File: src/nr_sync_pkg.sv
`default_nettype none

package nr_sync_pkg;

    // length of the SSS and of both m-sequences
    localparam int SSS_LEN = 127;

    // m-sequence generators, x0 uses taps 0 and 4, x1 uses taps 0 and 1
    localparam int MSEQ_ORDER = 7;
    localparam logic [MSEQ_ORDER-1:0] X0_TAPS = 7'h11;
    localparam logic [MSEQ_ORDER-1:0] X1_TAPS = 7'h03;

    // x(0) = 1, x(1..6) = 0 for both sequences
    localparam logic [MSEQ_ORDER-1:0] MSEQ_SEED = 7'd1;

    // cyclic shift rules
    // m0 = 15 * floor(N_id_1 / 112) + 5 * N_id_2
    // m1 = N_id_1 mod 112
    localparam int M1_PERIOD = 112;
    localparam int M0_STEP_GROUP = 15;
    localparam int M0_STEP_NID2 = 5;

    // identity ranges
    localparam int N_ID_1_COUNT = 336;
    localparam int N_ID_2_W = 2;
    localparam int N_ID_1_W = 9;
    localparam int N_ID_W = 10;

    // index into a length-127 sequence
    localparam int IDX_W = 7;

endpackage

`default_nettype wire

File: src/sss_types_pkg.sv
`default_nettype none

package sss_types_pkg;

    import nr_sync_pkg::*;

    // one captured SSS with the sector it belongs to
    typedef struct packed {
        logic [SSS_LEN-1:0] bits;
        logic [N_ID_2_W-1:0] n_id_2;
    } sss_frame_t;

    // best hypothesis of a search
    // peak is the correlation magnitude, at most 127
    typedef struct packed {
        logic [N_ID_1_W-1:0] n_id_1;
        logic [N_ID_2_W-1:0] n_id_2;
        logic [IDX_W:0] peak;
    } sss_best_t;

endpackage

`default_nettype wire

File: src/mseq_lfsr.sv
`timescale 1ns/10ps
`default_nettype none

module mseq_lfsr #(
    parameter logic [nr_sync_pkg::MSEQ_ORDER-1:0] TAPS = nr_sync_pkg::X0_TAPS,
    parameter logic [nr_sync_pkg::MSEQ_ORDER-1:0] SEED = nr_sync_pkg::MSEQ_SEED
) (
    input  logic clk_i,
    input  logic reset_ni,
    output logic bit_o,
    output logic valid_o
);

    import nr_sync_pkg::*;

    // state_q[k] holds x(i+k), bit 0 is the current output
    logic [MSEQ_ORDER-1:0] state_q;
    logic [IDX_W-1:0] count_q;
    logic feedback;

    // x(i+7) is the parity of the tapped stages
    assign feedback = ^(state_q & TAPS);

    assign bit_o = state_q[0];

    // one full period, then the generator stops
    assign valid_o = (count_q != IDX_W'(SSS_LEN));

    always_ff @(posedge clk_i) begin
        if (!reset_ni) begin
            state_q <= SEED;
            count_q <= '0;
        end else if (valid_o) begin
            state_q <= {feedback, state_q[MSEQ_ORDER-1:1]};
            count_q <= count_q + 1'b1;
        end
    end

endmodule

`default_nettype wire

File: src/sss_capture.sv
`timescale 1ns/10ps
`default_nettype none

module sss_capture (
    input  logic clk_i,
    input  logic reset_ni,
    input  logic sss_bit_i,
    input  logic sss_bit_valid_i,
    input  logic [nr_sync_pkg::N_ID_2_W-1:0] n_id_2_i,
    input  logic n_id_2_valid_i,
    input  logic busy_i,
    output sss_types_pkg::sss_frame_t frame_o,
    output logic frame_valid_o
);

    import nr_sync_pkg::*;

    logic [IDX_W-1:0] bit_idx_q;
    logic idle;
    logic take_bit;
    logic last_bit;

    // frame_o must stay stable while the correlator reads it,
    // so the input is also closed during the pulse cycle
    assign idle = !busy_i && !frame_valid_o;

    assign take_bit = idle && sss_bit_valid_i;
    assign last_bit = (bit_idx_q == IDX_W'(SSS_LEN - 1));

    // bit index and frame strobe
    always_ff @(posedge clk_i) begin
        if (!reset_ni) begin
            bit_idx_q <= '0;
            frame_valid_o <= 1'b0;
        end else begin
            frame_valid_o <= 1'b0;
            if (take_bit) begin
                if (last_bit) begin
                    bit_idx_q <= '0;
                    frame_valid_o <= 1'b1;
                end else begin
                    bit_idx_q <= bit_idx_q + 1'b1;
                end
            end
        end
    end

    // frame storage
    always_ff @(posedge clk_i) begin
        if (take_bit) begin
            frame_o.bits[bit_idx_q] <= sss_bit_i;
        end
        // sector from the PSS stage, only taken between searches
        if (idle && n_id_2_valid_i) begin
            frame_o.n_id_2 <= n_id_2_i;
        end
    end

endmodule

`default_nettype wire

File: src/sss_correlator.sv
`timescale 1ns/10ps
`default_nettype none

module sss_correlator #(
    parameter int N_ID_1_SEARCH = nr_sync_pkg::N_ID_1_COUNT
) (
    input  logic clk_i,
    input  logic reset_ni,
    input  sss_types_pkg::sss_frame_t frame_i,
    input  logic frame_valid_i,
    output sss_types_pkg::sss_best_t best_o,
    output logic done_o,
    output logic busy_o
);

    import nr_sync_pkg::*;

    localparam int ACC_W = IDX_W + 1;

    typedef enum logic [1:0] {
        S_IDLE,
        S_WAIT,
        S_ACC,
        S_CMP
    } state_e;

    // a + b mod 127, both operands already below 127
    function automatic logic [IDX_W-1:0] wrap_add(input logic [IDX_W-1:0] a,
                                                  input logic [IDX_W-1:0] b);
        logic [IDX_W:0] sum;
        sum = a + b;
        if (sum >= (IDX_W + 1)'(SSS_LEN)) begin
            sum = sum - (IDX_W + 1)'(SSS_LEN);
        end
        return sum[IDX_W-1:0];
    endfunction

    state_e state_q;
    logic x0_bit, x0_vld;
    logic x1_bit, x1_vld;
    logic [SSS_LEN-1:0] x0_tab, x1_tab;
    logic [IDX_W-1:0] fill_idx_q;
    logic tab_full;
    logic [IDX_W-1:0] k_q;
    logic [IDX_W-1:0] m0_q, m1_q;
    logic [IDX_W-1:0] pos0_q, pos1_q;
    logic [N_ID_1_W-1:0] n_id_1_q;
    logic signed [ACC_W-1:0] acc_q;
    logic [ACC_W-1:0] acc_abs;
    logic [IDX_W-1:0] m0_start, m0_next, m1_next;
    logic last_in_group;
    logic last_hyp;
    logic chip_pos;
    logic agree;

    mseq_lfsr #(
        .TAPS(X0_TAPS),
        .SEED(MSEQ_SEED)
    ) u_x0 (
        .clk_i(clk_i),
        .reset_ni(reset_ni),
        .bit_o(x0_bit),
        .valid_o(x0_vld)
    );

    mseq_lfsr #(
        .TAPS(X1_TAPS),
        .SEED(MSEQ_SEED)
    ) u_x1 (
        .clk_i(clk_i),
        .reset_ni(reset_ni),
        .bit_o(x1_bit),
        .valid_o(x1_vld)
    );

    // sequence tables, filled once after reset
    always_ff @(posedge clk_i) begin
        if (!reset_ni) begin
            fill_idx_q <= '0;
        end else if (x0_vld && x1_vld) begin
            fill_idx_q <= fill_idx_q + 1'b1;
        end
    end

    always_ff @(posedge clk_i) begin
        if (x0_vld && x1_vld) begin
            x0_tab[fill_idx_q] <= x0_bit;
            x1_tab[fill_idx_q] <= x1_bit;
        end
    end

    assign tab_full = (fill_idx_q == IDX_W'(SSS_LEN));

    // shift of the first hypothesis, 5 * N_id_2 by shifted adds
    always_comb begin
        m0_start = '0;
        for (int b = 0; b < N_ID_2_W; b++) begin
            if (frame_i.n_id_2[b]) begin
                m0_start = wrap_add(m0_start, IDX_W'(M0_STEP_NID2 << b));
            end
        end
    end

    // shifts of the following hypothesis
    assign last_in_group = (m1_q == IDX_W'(M1_PERIOD - 1));
    assign m1_next = last_in_group ? '0 : m1_q + 1'b1;
    assign m0_next = last_in_group ? wrap_add(m0_q, IDX_W'(M0_STEP_GROUP)) : m0_q;
    assign last_hyp = (n_id_1_q == N_ID_1_W'(N_ID_1_SEARCH - 1));

    // d = (1 - 2 x0) (1 - 2 x1) is +1 when both bits match
    assign chip_pos = ~(x0_tab[pos0_q] ^ x1_tab[pos1_q]);
    assign agree = (frame_i.bits[k_q] == chip_pos);

    assign acc_abs = acc_q[ACC_W-1] ? unsigned'(-acc_q) : unsigned'(acc_q);

    assign busy_o = (state_q != S_IDLE);

    // search control
    always_ff @(posedge clk_i) begin
        if (!reset_ni) begin
            state_q <= S_IDLE;
            done_o <= 1'b0;
            k_q <= '0;
            n_id_1_q <= '0;
            m0_q <= '0;
            m1_q <= '0;
        end else begin
            done_o <= 1'b0;
            case (state_q)
                S_IDLE: begin
                    if (frame_valid_i) begin
                        state_q <= S_WAIT;
                        k_q <= '0;
                        n_id_1_q <= '0;
                        m0_q <= m0_start;
                        m1_q <= '0;
                    end
                end
                S_WAIT: begin
                    if (tab_full) begin
                        state_q <= S_ACC;
                    end
                end
                S_ACC: begin
                    if (k_q == IDX_W'(SSS_LEN - 1)) begin
                        k_q <= '0;
                        state_q <= S_CMP;
                    end else begin
                        k_q <= k_q + 1'b1;
                    end
                end
                S_CMP: begin
                    if (last_hyp) begin
                        done_o <= 1'b1;
                        state_q <= S_IDLE;
                    end else begin
                        n_id_1_q <= n_id_1_q + 1'b1;
                        m0_q <= m0_next;
                        m1_q <= m1_next;
                        state_q <= S_ACC;
                    end
                end
                default: state_q <= S_IDLE;
            endcase
        end
    end

    // correlation datapath
    always_ff @(posedge clk_i) begin
        case (state_q)
            S_IDLE: begin
                if (frame_valid_i) begin
                    pos0_q <= m0_start;
                    pos1_q <= '0;
                    acc_q <= '0;
                    best_o.n_id_1 <= '0;
                    best_o.n_id_2 <= frame_i.n_id_2;
                    best_o.peak <= '0;
                end
            end
            S_ACC: begin
                acc_q <= agree ? acc_q + ACC_W'(1) : acc_q - ACC_W'(1);
                pos0_q <= wrap_add(pos0_q, IDX_W'(1));
                pos1_q <= wrap_add(pos1_q, IDX_W'(1));
            end
            S_CMP: begin
                // strict compare keeps the first of equal peaks
                if (acc_abs > best_o.peak) begin
                    best_o.peak <= acc_abs;
                    best_o.n_id_1 <= n_id_1_q;
                end
                acc_q <= '0;
                pos0_q <= m0_next;
                pos1_q <= m1_next;
            end
            default: begin
            end
        endcase
    end

endmodule

`default_nettype wire

File: src/nid_report.sv
`timescale 1ns/10ps
`default_nettype none

module nid_report (
    input  logic clk_i,
    input  logic reset_ni,
    input  sss_types_pkg::sss_best_t best_i,
    input  logic done_i,
    output logic [nr_sync_pkg::N_ID_1_W-1:0] n_id_1_o,
    output logic [nr_sync_pkg::N_ID_W-1:0] n_id_o,
    output logic n_id_valid_o
);

    import nr_sync_pkg::*;

    logic [N_ID_W-1:0] n_id_1_ext;
    logic [N_ID_W-1:0] n_id_calc;

    assign n_id_1_ext = N_ID_W'(best_i.n_id_1);

    // N_id = 3 * N_id_1 + N_id_2, at most 1007
    assign n_id_calc = (n_id_1_ext << 1) + n_id_1_ext + N_ID_W'(best_i.n_id_2);

    always_ff @(posedge clk_i) begin
        if (!reset_ni) begin
            n_id_valid_o <= 1'b0;
            n_id_1_o <= '0;
            n_id_o <= '0;
        end else begin
            n_id_valid_o <= done_i;
            // results hold until the next search ends
            if (done_i) begin
                n_id_1_o <= best_i.n_id_1;
                n_id_o <= n_id_calc;
            end
        end
    end

endmodule

`default_nettype wire

File: src/sss_detector.sv
`timescale 1ns/10ps
`default_nettype none

module sss_detector #(
    parameter int N_ID_1_SEARCH = nr_sync_pkg::N_ID_1_COUNT
) (
    input  logic clk_i,
    input  logic reset_ni,
    input  logic sss_bit_i,
    input  logic sss_bit_valid_i,
    input  logic [nr_sync_pkg::N_ID_2_W-1:0] n_id_2_i,
    input  logic n_id_2_valid_i,
    output logic [nr_sync_pkg::N_ID_1_W-1:0] n_id_1_o,
    output logic [nr_sync_pkg::N_ID_W-1:0] n_id_o,
    output logic n_id_valid_o
);

    import sss_types_pkg::*;

    sss_frame_t frame;
    logic frame_valid;
    logic busy;
    sss_best_t best;
    logic done;

    sss_capture u_capture (
        .clk_i(clk_i),
        .reset_ni(reset_ni),
        .sss_bit_i(sss_bit_i),
        .sss_bit_valid_i(sss_bit_valid_i),
        .n_id_2_i(n_id_2_i),
        .n_id_2_valid_i(n_id_2_valid_i),
        .busy_i(busy),
        .frame_o(frame),
        .frame_valid_o(frame_valid)
    );

    sss_correlator #(
        .N_ID_1_SEARCH(N_ID_1_SEARCH)
    ) u_correlator (
        .clk_i(clk_i),
        .reset_ni(reset_ni),
        .frame_i(frame),
        .frame_valid_i(frame_valid),
        .best_o(best),
        .done_o(done),
        .busy_o(busy)
    );

    nid_report u_report (
        .clk_i(clk_i),
        .reset_ni(reset_ni),
        .best_i(best),
        .done_i(done),
        .n_id_1_o(n_id_1_o),
        .n_id_o(n_id_o),
        .n_id_valid_o(n_id_valid_o)
    );

endmodule

`default_nettype wire

File: config.mk
export PLATFORM = sky130hd
export DESIGN_NAME = sss_detector
export DESIGN_NICKNAME = d
export VERILOG_FILES = /design/src/nr_sync_pkg.sv /design/src/sss_types_pkg.sv /design/src/mseq_lfsr.sv /design/src/sss_capture.sv /design/src/sss_correlator.sv /design/src/nid_report.sv /design/src/sss_detector.sv
export SDC_FILE = /design/constraint.sdc
export NUM_CORES = 1
export LEC_CHECK = 0
export BUFFER_PORTS_ARGS = -buffer_cell sky130_fd_sc_hd__buf_2
export CAP_MARGIN = 10
export CORE_MARGIN = 3
export CORE_UTILIZATION = 54
export CTS_CLUSTER_DIAMETER = 80
export DETAILED_ROUTE_END_ITERATION = 16
export PLACE_DENSITY = 0.74
export SLEW_MARGIN = 20
export SYNTH_ARGS = -nofsm -noshare
export SYNTH_HDL_FRONTEND = slang
export SYNTH_SLANG_ARGS = --single-unit
File: constraint.sdc
create_clock -name clk_i -period 5.68 [get_ports clk_i]
set_input_delay 1.136 -clock clk_i [delete_from_list [all_inputs] [get_ports clk_i]]
set_output_delay 1.136 -clock clk_i [all_outputs]
set_load 0.1 [all_outputs]
# Word level (Yosys, flattened, before mapping)
# Cells that the tools add are included.
# totals
reg_bits,520
wordCells,150
inputBits,7
out_inout_bits,20
# classes
n_mux,51
bitwise_logic,2
reduce_logical,23
order_cmp,12
addsub,20
eq_ne,16
# ops
cell,n
127-bit bitwise mux,3
7-bit 2-to-1 mux,13
"7-bit by 1-bit adder with 7-bit output, second input constant",6
7-bit one-hot mux with 2 select lines,3
7-bit one-hot mux with 3 select lines,2
"7-bit by 8-bit less-than comparator with 1-bit output, second input constant",5
9-bit one-hot mux with 2 select lines,2
"8-bit by 7-bit greater-or-equal comparator with 1-bit output, second input constant",4
8-bit 2-to-1 mux,4
"7-bit == test, second input constant",4
"7-bit subtractor, second input constant",4
9-bit 2-to-1 mux,3
8-bit one-hot mux with 3 select lines,1
1-bit binary-select mux with 7-bit select,3
19-bit 2-to-1 mux,1
"7-bit by 1-bit adder with 8-bit output, second input constant",2
8-bit one-hot mux with 2 select lines,1
1-bit demux with 7-bit select,2
"7-bit by 1-bit greater-or-equal comparator with 1-bit output, second input constant",2
"7-bit inequality test, second input constant",2
7-bit XOR reduction,2
10-bit by 2-bit adder with 10-bit output,1
10-bit by 9-bit adder with 10-bit output,1
2-bit AND reduction,5
25 further kinds,48

# Depth between registers and ports, before layout
# depth
depth_word,7
mapped_depth,21
mapped_depth_nobuf,17

# Modules after synthesis
# Synthesis repeated with hierarchy kept, for this count alone.
# unflattened
hier_cells,1861
hier_area_um2,23981.8
# modules_own_cells
mod,n_inst,area_each_um2,cells_each,seq_area_each_um2
sss_correlator,1,16458.3,1243,9659.3
sss_capture,1,5062.4,356,4033.9
nid_report,1,1244.9,128,400.4
mseq_lfsr,2,608.1,67,280.3

# Worst setup path before layout
# Ideal clock, no wire load.
# synth_timing
path_type,reg2reg
startpoint,register u_correlator.pos0_q[0]
endpoint,"register u_correlator.acc_q[7], data pin"
t_arrival_ns,4.272
n_path_buf,2
synth_period_minus_slack_ns,4.410
setup_time_ns,0.138
slack_ns,1.270
stages_incl_launch_ff,17
t_required_ns,5.542
path_cell_list,edfxtp_1 > buf_6 > buf_6 > mux4_1 > a22oi_1 > a211oi_1 > o41a_1 > xnor2_1 > ha_1 > a21o_1 > a21o_1 > a21oi_1 > o21ai_0 > a21oi_1 > o21ai_0 > or4b_1 > nand4_1
# synth_via
elab_chain_cells,7
# synth_lines
element,line,rtl
"start, declared",sss_correlator.sv:46,"logic [IDX_W-1:0] pos0_q, pos1_q;"
"start signal, assigned",sss_correlator.sv:173,pos0_q <= m0_start;
"start signal, assigned",sss_correlator.sv:183,"pos0_q <= wrap_add(pos0_q, IDX_W'(1));"
"start signal, assigned",sss_correlator.sv:193,pos0_q <= m0_next;
1-bit binary-select mux with 7-bit select,sss_correlator.sv:111,assign chip_pos = ~(x0_tab[pos0_q] ^ x1_tab[pos1_q]);
1-bit 2-to-1 mux (not written as such),sss_correlator.sv:111,
1-bit bitwise XOR,sss_correlator.sv:111,
1-bit inverter,sss_correlator.sv:111,
1-bit == test,sss_correlator.sv:112,assign agree = (frame_i.bits[k_q] == chip_pos);
8-bit 2-to-1 mux,sss_correlator.sv:182,acc_q <= agree ? acc_q + ACC_W'(1) : acc_q - ACC_W'(1);
8-bit one-hot mux with 3 select lines,sss_correlator.sv:170,case (state_q)
"end signal, assigned",sss_correlator.sv:182,
"end, declared",sss_correlator.sv:48,logic signed [ACC_W-1:0] acc_q;
# Every way passes these cells. The select of a mux whose other input is x is not followed.
# A chain may end at the register's enable or synchronous reset.

# Worst setup path after layout
# layout_timing
startpoint,register u_correlator.k_q[0]
endpoint,"register u_correlator.acc_q[7], data pin"
# layout_via
elab_chain_cells,5
# layout_lines
element,line,rtl
"start, declared",sss_correlator.sv:44,logic [IDX_W-1:0] k_q;
"start signal, assigned",sss_correlator.sv:149,k_q <= k_q + 1'b1;
1-bit binary-select mux with 7-bit select,sss_correlator.sv:112,
1-bit 2-to-1 mux (not written as such),sss_correlator.sv:112,
1-bit == test,sss_correlator.sv:112,
8-bit 2-to-1 mux,sss_correlator.sv:182,
8-bit one-hot mux with 3 select lines,sss_correlator.sv:170,
# Every way passes these cells. The select of a mux whose other input is x is not followed.

==> results.toml <==
[outcome]
status = "completed"

[floorplanning]
rows = 75
core-area_um2 = 42600
die_x_um = 215
fp.dieArea_um2 = 46300
start_util_pct = 55.4
io_pins = 27
die-height_um = 215

[drt]
drc_errors = 0
wire_per_inst_um = 21.3
dr_total_vias = 14800
drtIter0Drc = 1748
ant_nets = 0
firstDrtPassIters = 6
wl_um = 52200
via_per_inst = 6.06

[cells_and_area]
n_fill_cell = 3279
layout_common_cells = "edfxtp_1 (424), nor2_1 (378), nand2_1 (118), dfxtp_1 (92), mux4_2 (70)"
drive_above_1_share_pct = 11.1
syn2layout_area_growth_pct = 9.40
multi_input_area_um2 = 8330
mostFrequentLayoutCell = "edfxtp_1"
regArea_um2 = 14700
n_antenna_cell = 0
finalNonFillerCells = 2448
fin_nets = 1887

[timing]
finalHoldViolations = 0
setup_tns_ps = 0
max_freq_mhz = 205
rsz0062_at_grt = "false"
setup_viol = 0
worst_pin_slew_ps = 1170
whs_ps = 453
period_needed_ps = 4870
max-slew-margin-rel_pct = 21.8
final.period_utilization_pct = 85.7
skew_ps = 17.0
final_max_slew_viol_count = 0

[logic_synthesis]
synth_edf_count = 424
synth-seq-area-share_pct = 62.1
ys.flop_type = "edfxtp_1"
synth_cells = 1824
yosysWarnings = 0
async_reset_ff_share_pct = 0
synth_cell_types = 80
syn_avg_cell_area_um2 = 12.9
synth-seq-cells = 520
syn_area_um2 = 23600
syn_nets = 1881

[power]
powerDensity_nw_per_um2 = 293
clock_power_share_pct = 43.1
p_int_mw = 6.02
p_switching_mw = 1.56
ir_worst_vdd_uv = 226
power_frac_comb_pct = 2.0
p_leak_nw = 8.57
seqPwrFrac_pct = 54.9
p_total_mw = 7.58
swShare_pct = 20.5

[place]
post-dp-hpwl_um = 32600
numPortBuffers = 26
gp_congestion = 0.887
dp.cells = 2353

[min_path]
hp-start = "u_correlator.u_x0.state_q[1]"
holdPathStages = 2
hold_class = "register to register"
holdPathEnd = "u_correlator.u_x0.state_q[1]"

[clock_network]
cts-root-buf = "clkbuf_16"
postCtsResizedCells = 0
clockBufferDepth = 3
clkTransAtPathRegs_ps = 60
postCtsHoldBufs = 0
clk-insertion-delay-late_ps = 600
clkSinkCount = 520
ctsHtreeMaxLevel = 2
cts_setup_buffers = 0
cts_tree = "done"
cts-buffers-inserted = 52

[global_routing]
antenna_found_initial = 1
track_usage_pct = 22.6
grt-ovfl-total = 0
grt_max_degree = 128
first_global_vias = 14800
grt_pass1_wl_um = 82600

[setup_path]
cp_slowest_cell = "dfxtp_2"
max_stage_delay_ps = 790
crit_path_max_fanout = 23
path_buf_inv = 1
reg2reg_from = "u_correlator.k_q[0]"
worst-path-stages = 18
worstSetupStartpointType = "register"
r2r_cells = 18
crit_arrival_ps = 5330
critical_path.top_delay_family = "compound AO/OA/AOI/OAI gates"
path_cells = "buf_4, mux4_1, mux2i_1, a221oi_1, o311ai_1, o22ai_2, a21oi_1, nor2_1, xnor2_1, ha_1, a21o_1, a21o_1, a21oi_1, o21ai_0, a21oi_1, o21ai_0, or4b_1, nand4_1"
crit_top_cell = "a21oi_1"
r2r_setup_slack_ps = 810
reg2reg_to = "u_correlator.acc_q[7]"
crit_type = "register to register"
end_kind = "register"
crit_required_ps = 6150

[job]
max_cap_viol_count = 0
## layer usage
layer,track usage [%],vias to the layer above,routed length [um]
met3,4.87,101,4450
met5,0,-,0
met1,30.7,7353,21400
li1,-,6773,-
met4,6.52,0,1340
met2,37.2,614,25100
## cell families after synthesis
group,Yosys count,share of synthesized area [%]
and+or+nand+nor,698,13.2
DFF,520,62.1
AOI/OAI and AO/OA,215,5.96
muxes,143,11.1
buffers and inverters,138,2.75
xor gates and xnor gates,60,2.23
adders and majority gates,50,2.74
## tightest hold or removal path, cell delays in order (launching register included)
cell	delay, ps
dfxtp_1	310
nand2_1	50
a21oi_1	50
## cells in the mapped netlist (all sizes together), types with 21 or more instances
| cell | instances | area [um2] |
|---|---|---|
| inv | 38 | 143 |
| clkbuf | 68 | 264 |
| a21oi | 60 | 300 |
| and3 | 21 | 136 |
| nor2b | 25 | 156 |
| ha | 47 | 588 |
| nor2 | 378 | 1420 |
| nand2 | 118 | 443 |
| o21ai | 43 | 215 |
| xnor2 | 40 | 350 |
| dfxtp | 96 | 1920 |
| mux4 | 89 | 2080 |
| buf | 32 | 243 |
| mux2i | 50 | 500 |
| nand3 | 43 | 215 |
| edfxtp | 424 | 12700 |
## final cells by class
cell class              count  area share (%)
clock inverters            24           0.843
clock buffers              71            5.39
flip-flops and latches    520            56.8
repair buffers             52            1.43
well taps                 577            2.79
multi-input cells        1166            32.2
inverters                  38           0.552
## per-stage QoR
stage               setup slack, ps  cell area, um2  utilization, %
floorplan                      1270           23600               -
global placement                952           24200            56.8
detailed placement              886           24200            56.8
CTS                             828           25800            60.6
global route                    383           25800            60.6
finish                          811           25800            60.6
## sequential cells by signal, summed over array words and instances, names as in the netlist
| name | cells |
|---|---|
| u_correlator.x0_tab | 127 |
| u_correlator.fill_idx_q | 7 |
| u_correlator.best_o | 19 |
| u_correlator.acc_q | 8 |
| u_correlator.m1_q | 7 |
| u_correlator.u_x1.state_q | 7 |
| u_report.n_id_1_o | 9 |
| u_capture.frame_o | 129 |
| u_correlator.pos1_q | 7 |
| u_capture.bit_idx_q | 7 |
| u_correlator.done_o | 1 |
| u_correlator.pos0_q | 7 |
| u_correlator.m0_q | 7 |
| u_correlator.x1_tab | 127 |
| u_correlator.k_q | 7 |
| u_correlator.u_x0.state_q | 7 |
| u_correlator.n_id_1_q | 9 |
| u_capture.frame_valid_o | 1 |
| u_correlator.u_x0.count_q | 7 |
| u_report.n_id_o | 10 |
| u_report.n_id_valid_o | 1 |
| u_correlator.u_x1.count_q | 7 |
| u_correlator.state_q | 2 |
## power groups by stage
stage | Sequential [mW] | Clock (mW) | Combinational, mW
2_1_floorplan | 4.24 | 0 | 0.0787
3_3_place_gp | 4.25 | 0 | 0.134
3_5_place_dp | 4.24 | 0 | 0.149
4_1_cts | 4.16 | 3.32 | 0.150
5_1_grt | 4.16 | 3.49 | 0.165
6_report | 4.16 | 3.27 | 0.151
## worst max path at each step
stage	endpoint	startpoint	slack [ps]
global route	u_correlator.acc_q[7]	u_correlator.k_q[0]	380
floorplan	u_correlator.acc_q[7]	u_correlator.pos0_q[0]	1270
global placement	u_correlator.acc_q[7]	u_correlator.k_q[0]	950
finish	u_correlator.acc_q[7]	u_correlator.k_q[0]	810
CTS	u_correlator.acc_q[7]	u_correlator.k_q[0]	830
detailed placement	u_correlator.acc_q[7]	u_correlator.k_q[0]	890
Note: power is estimated with default switching activity, not from simulation.
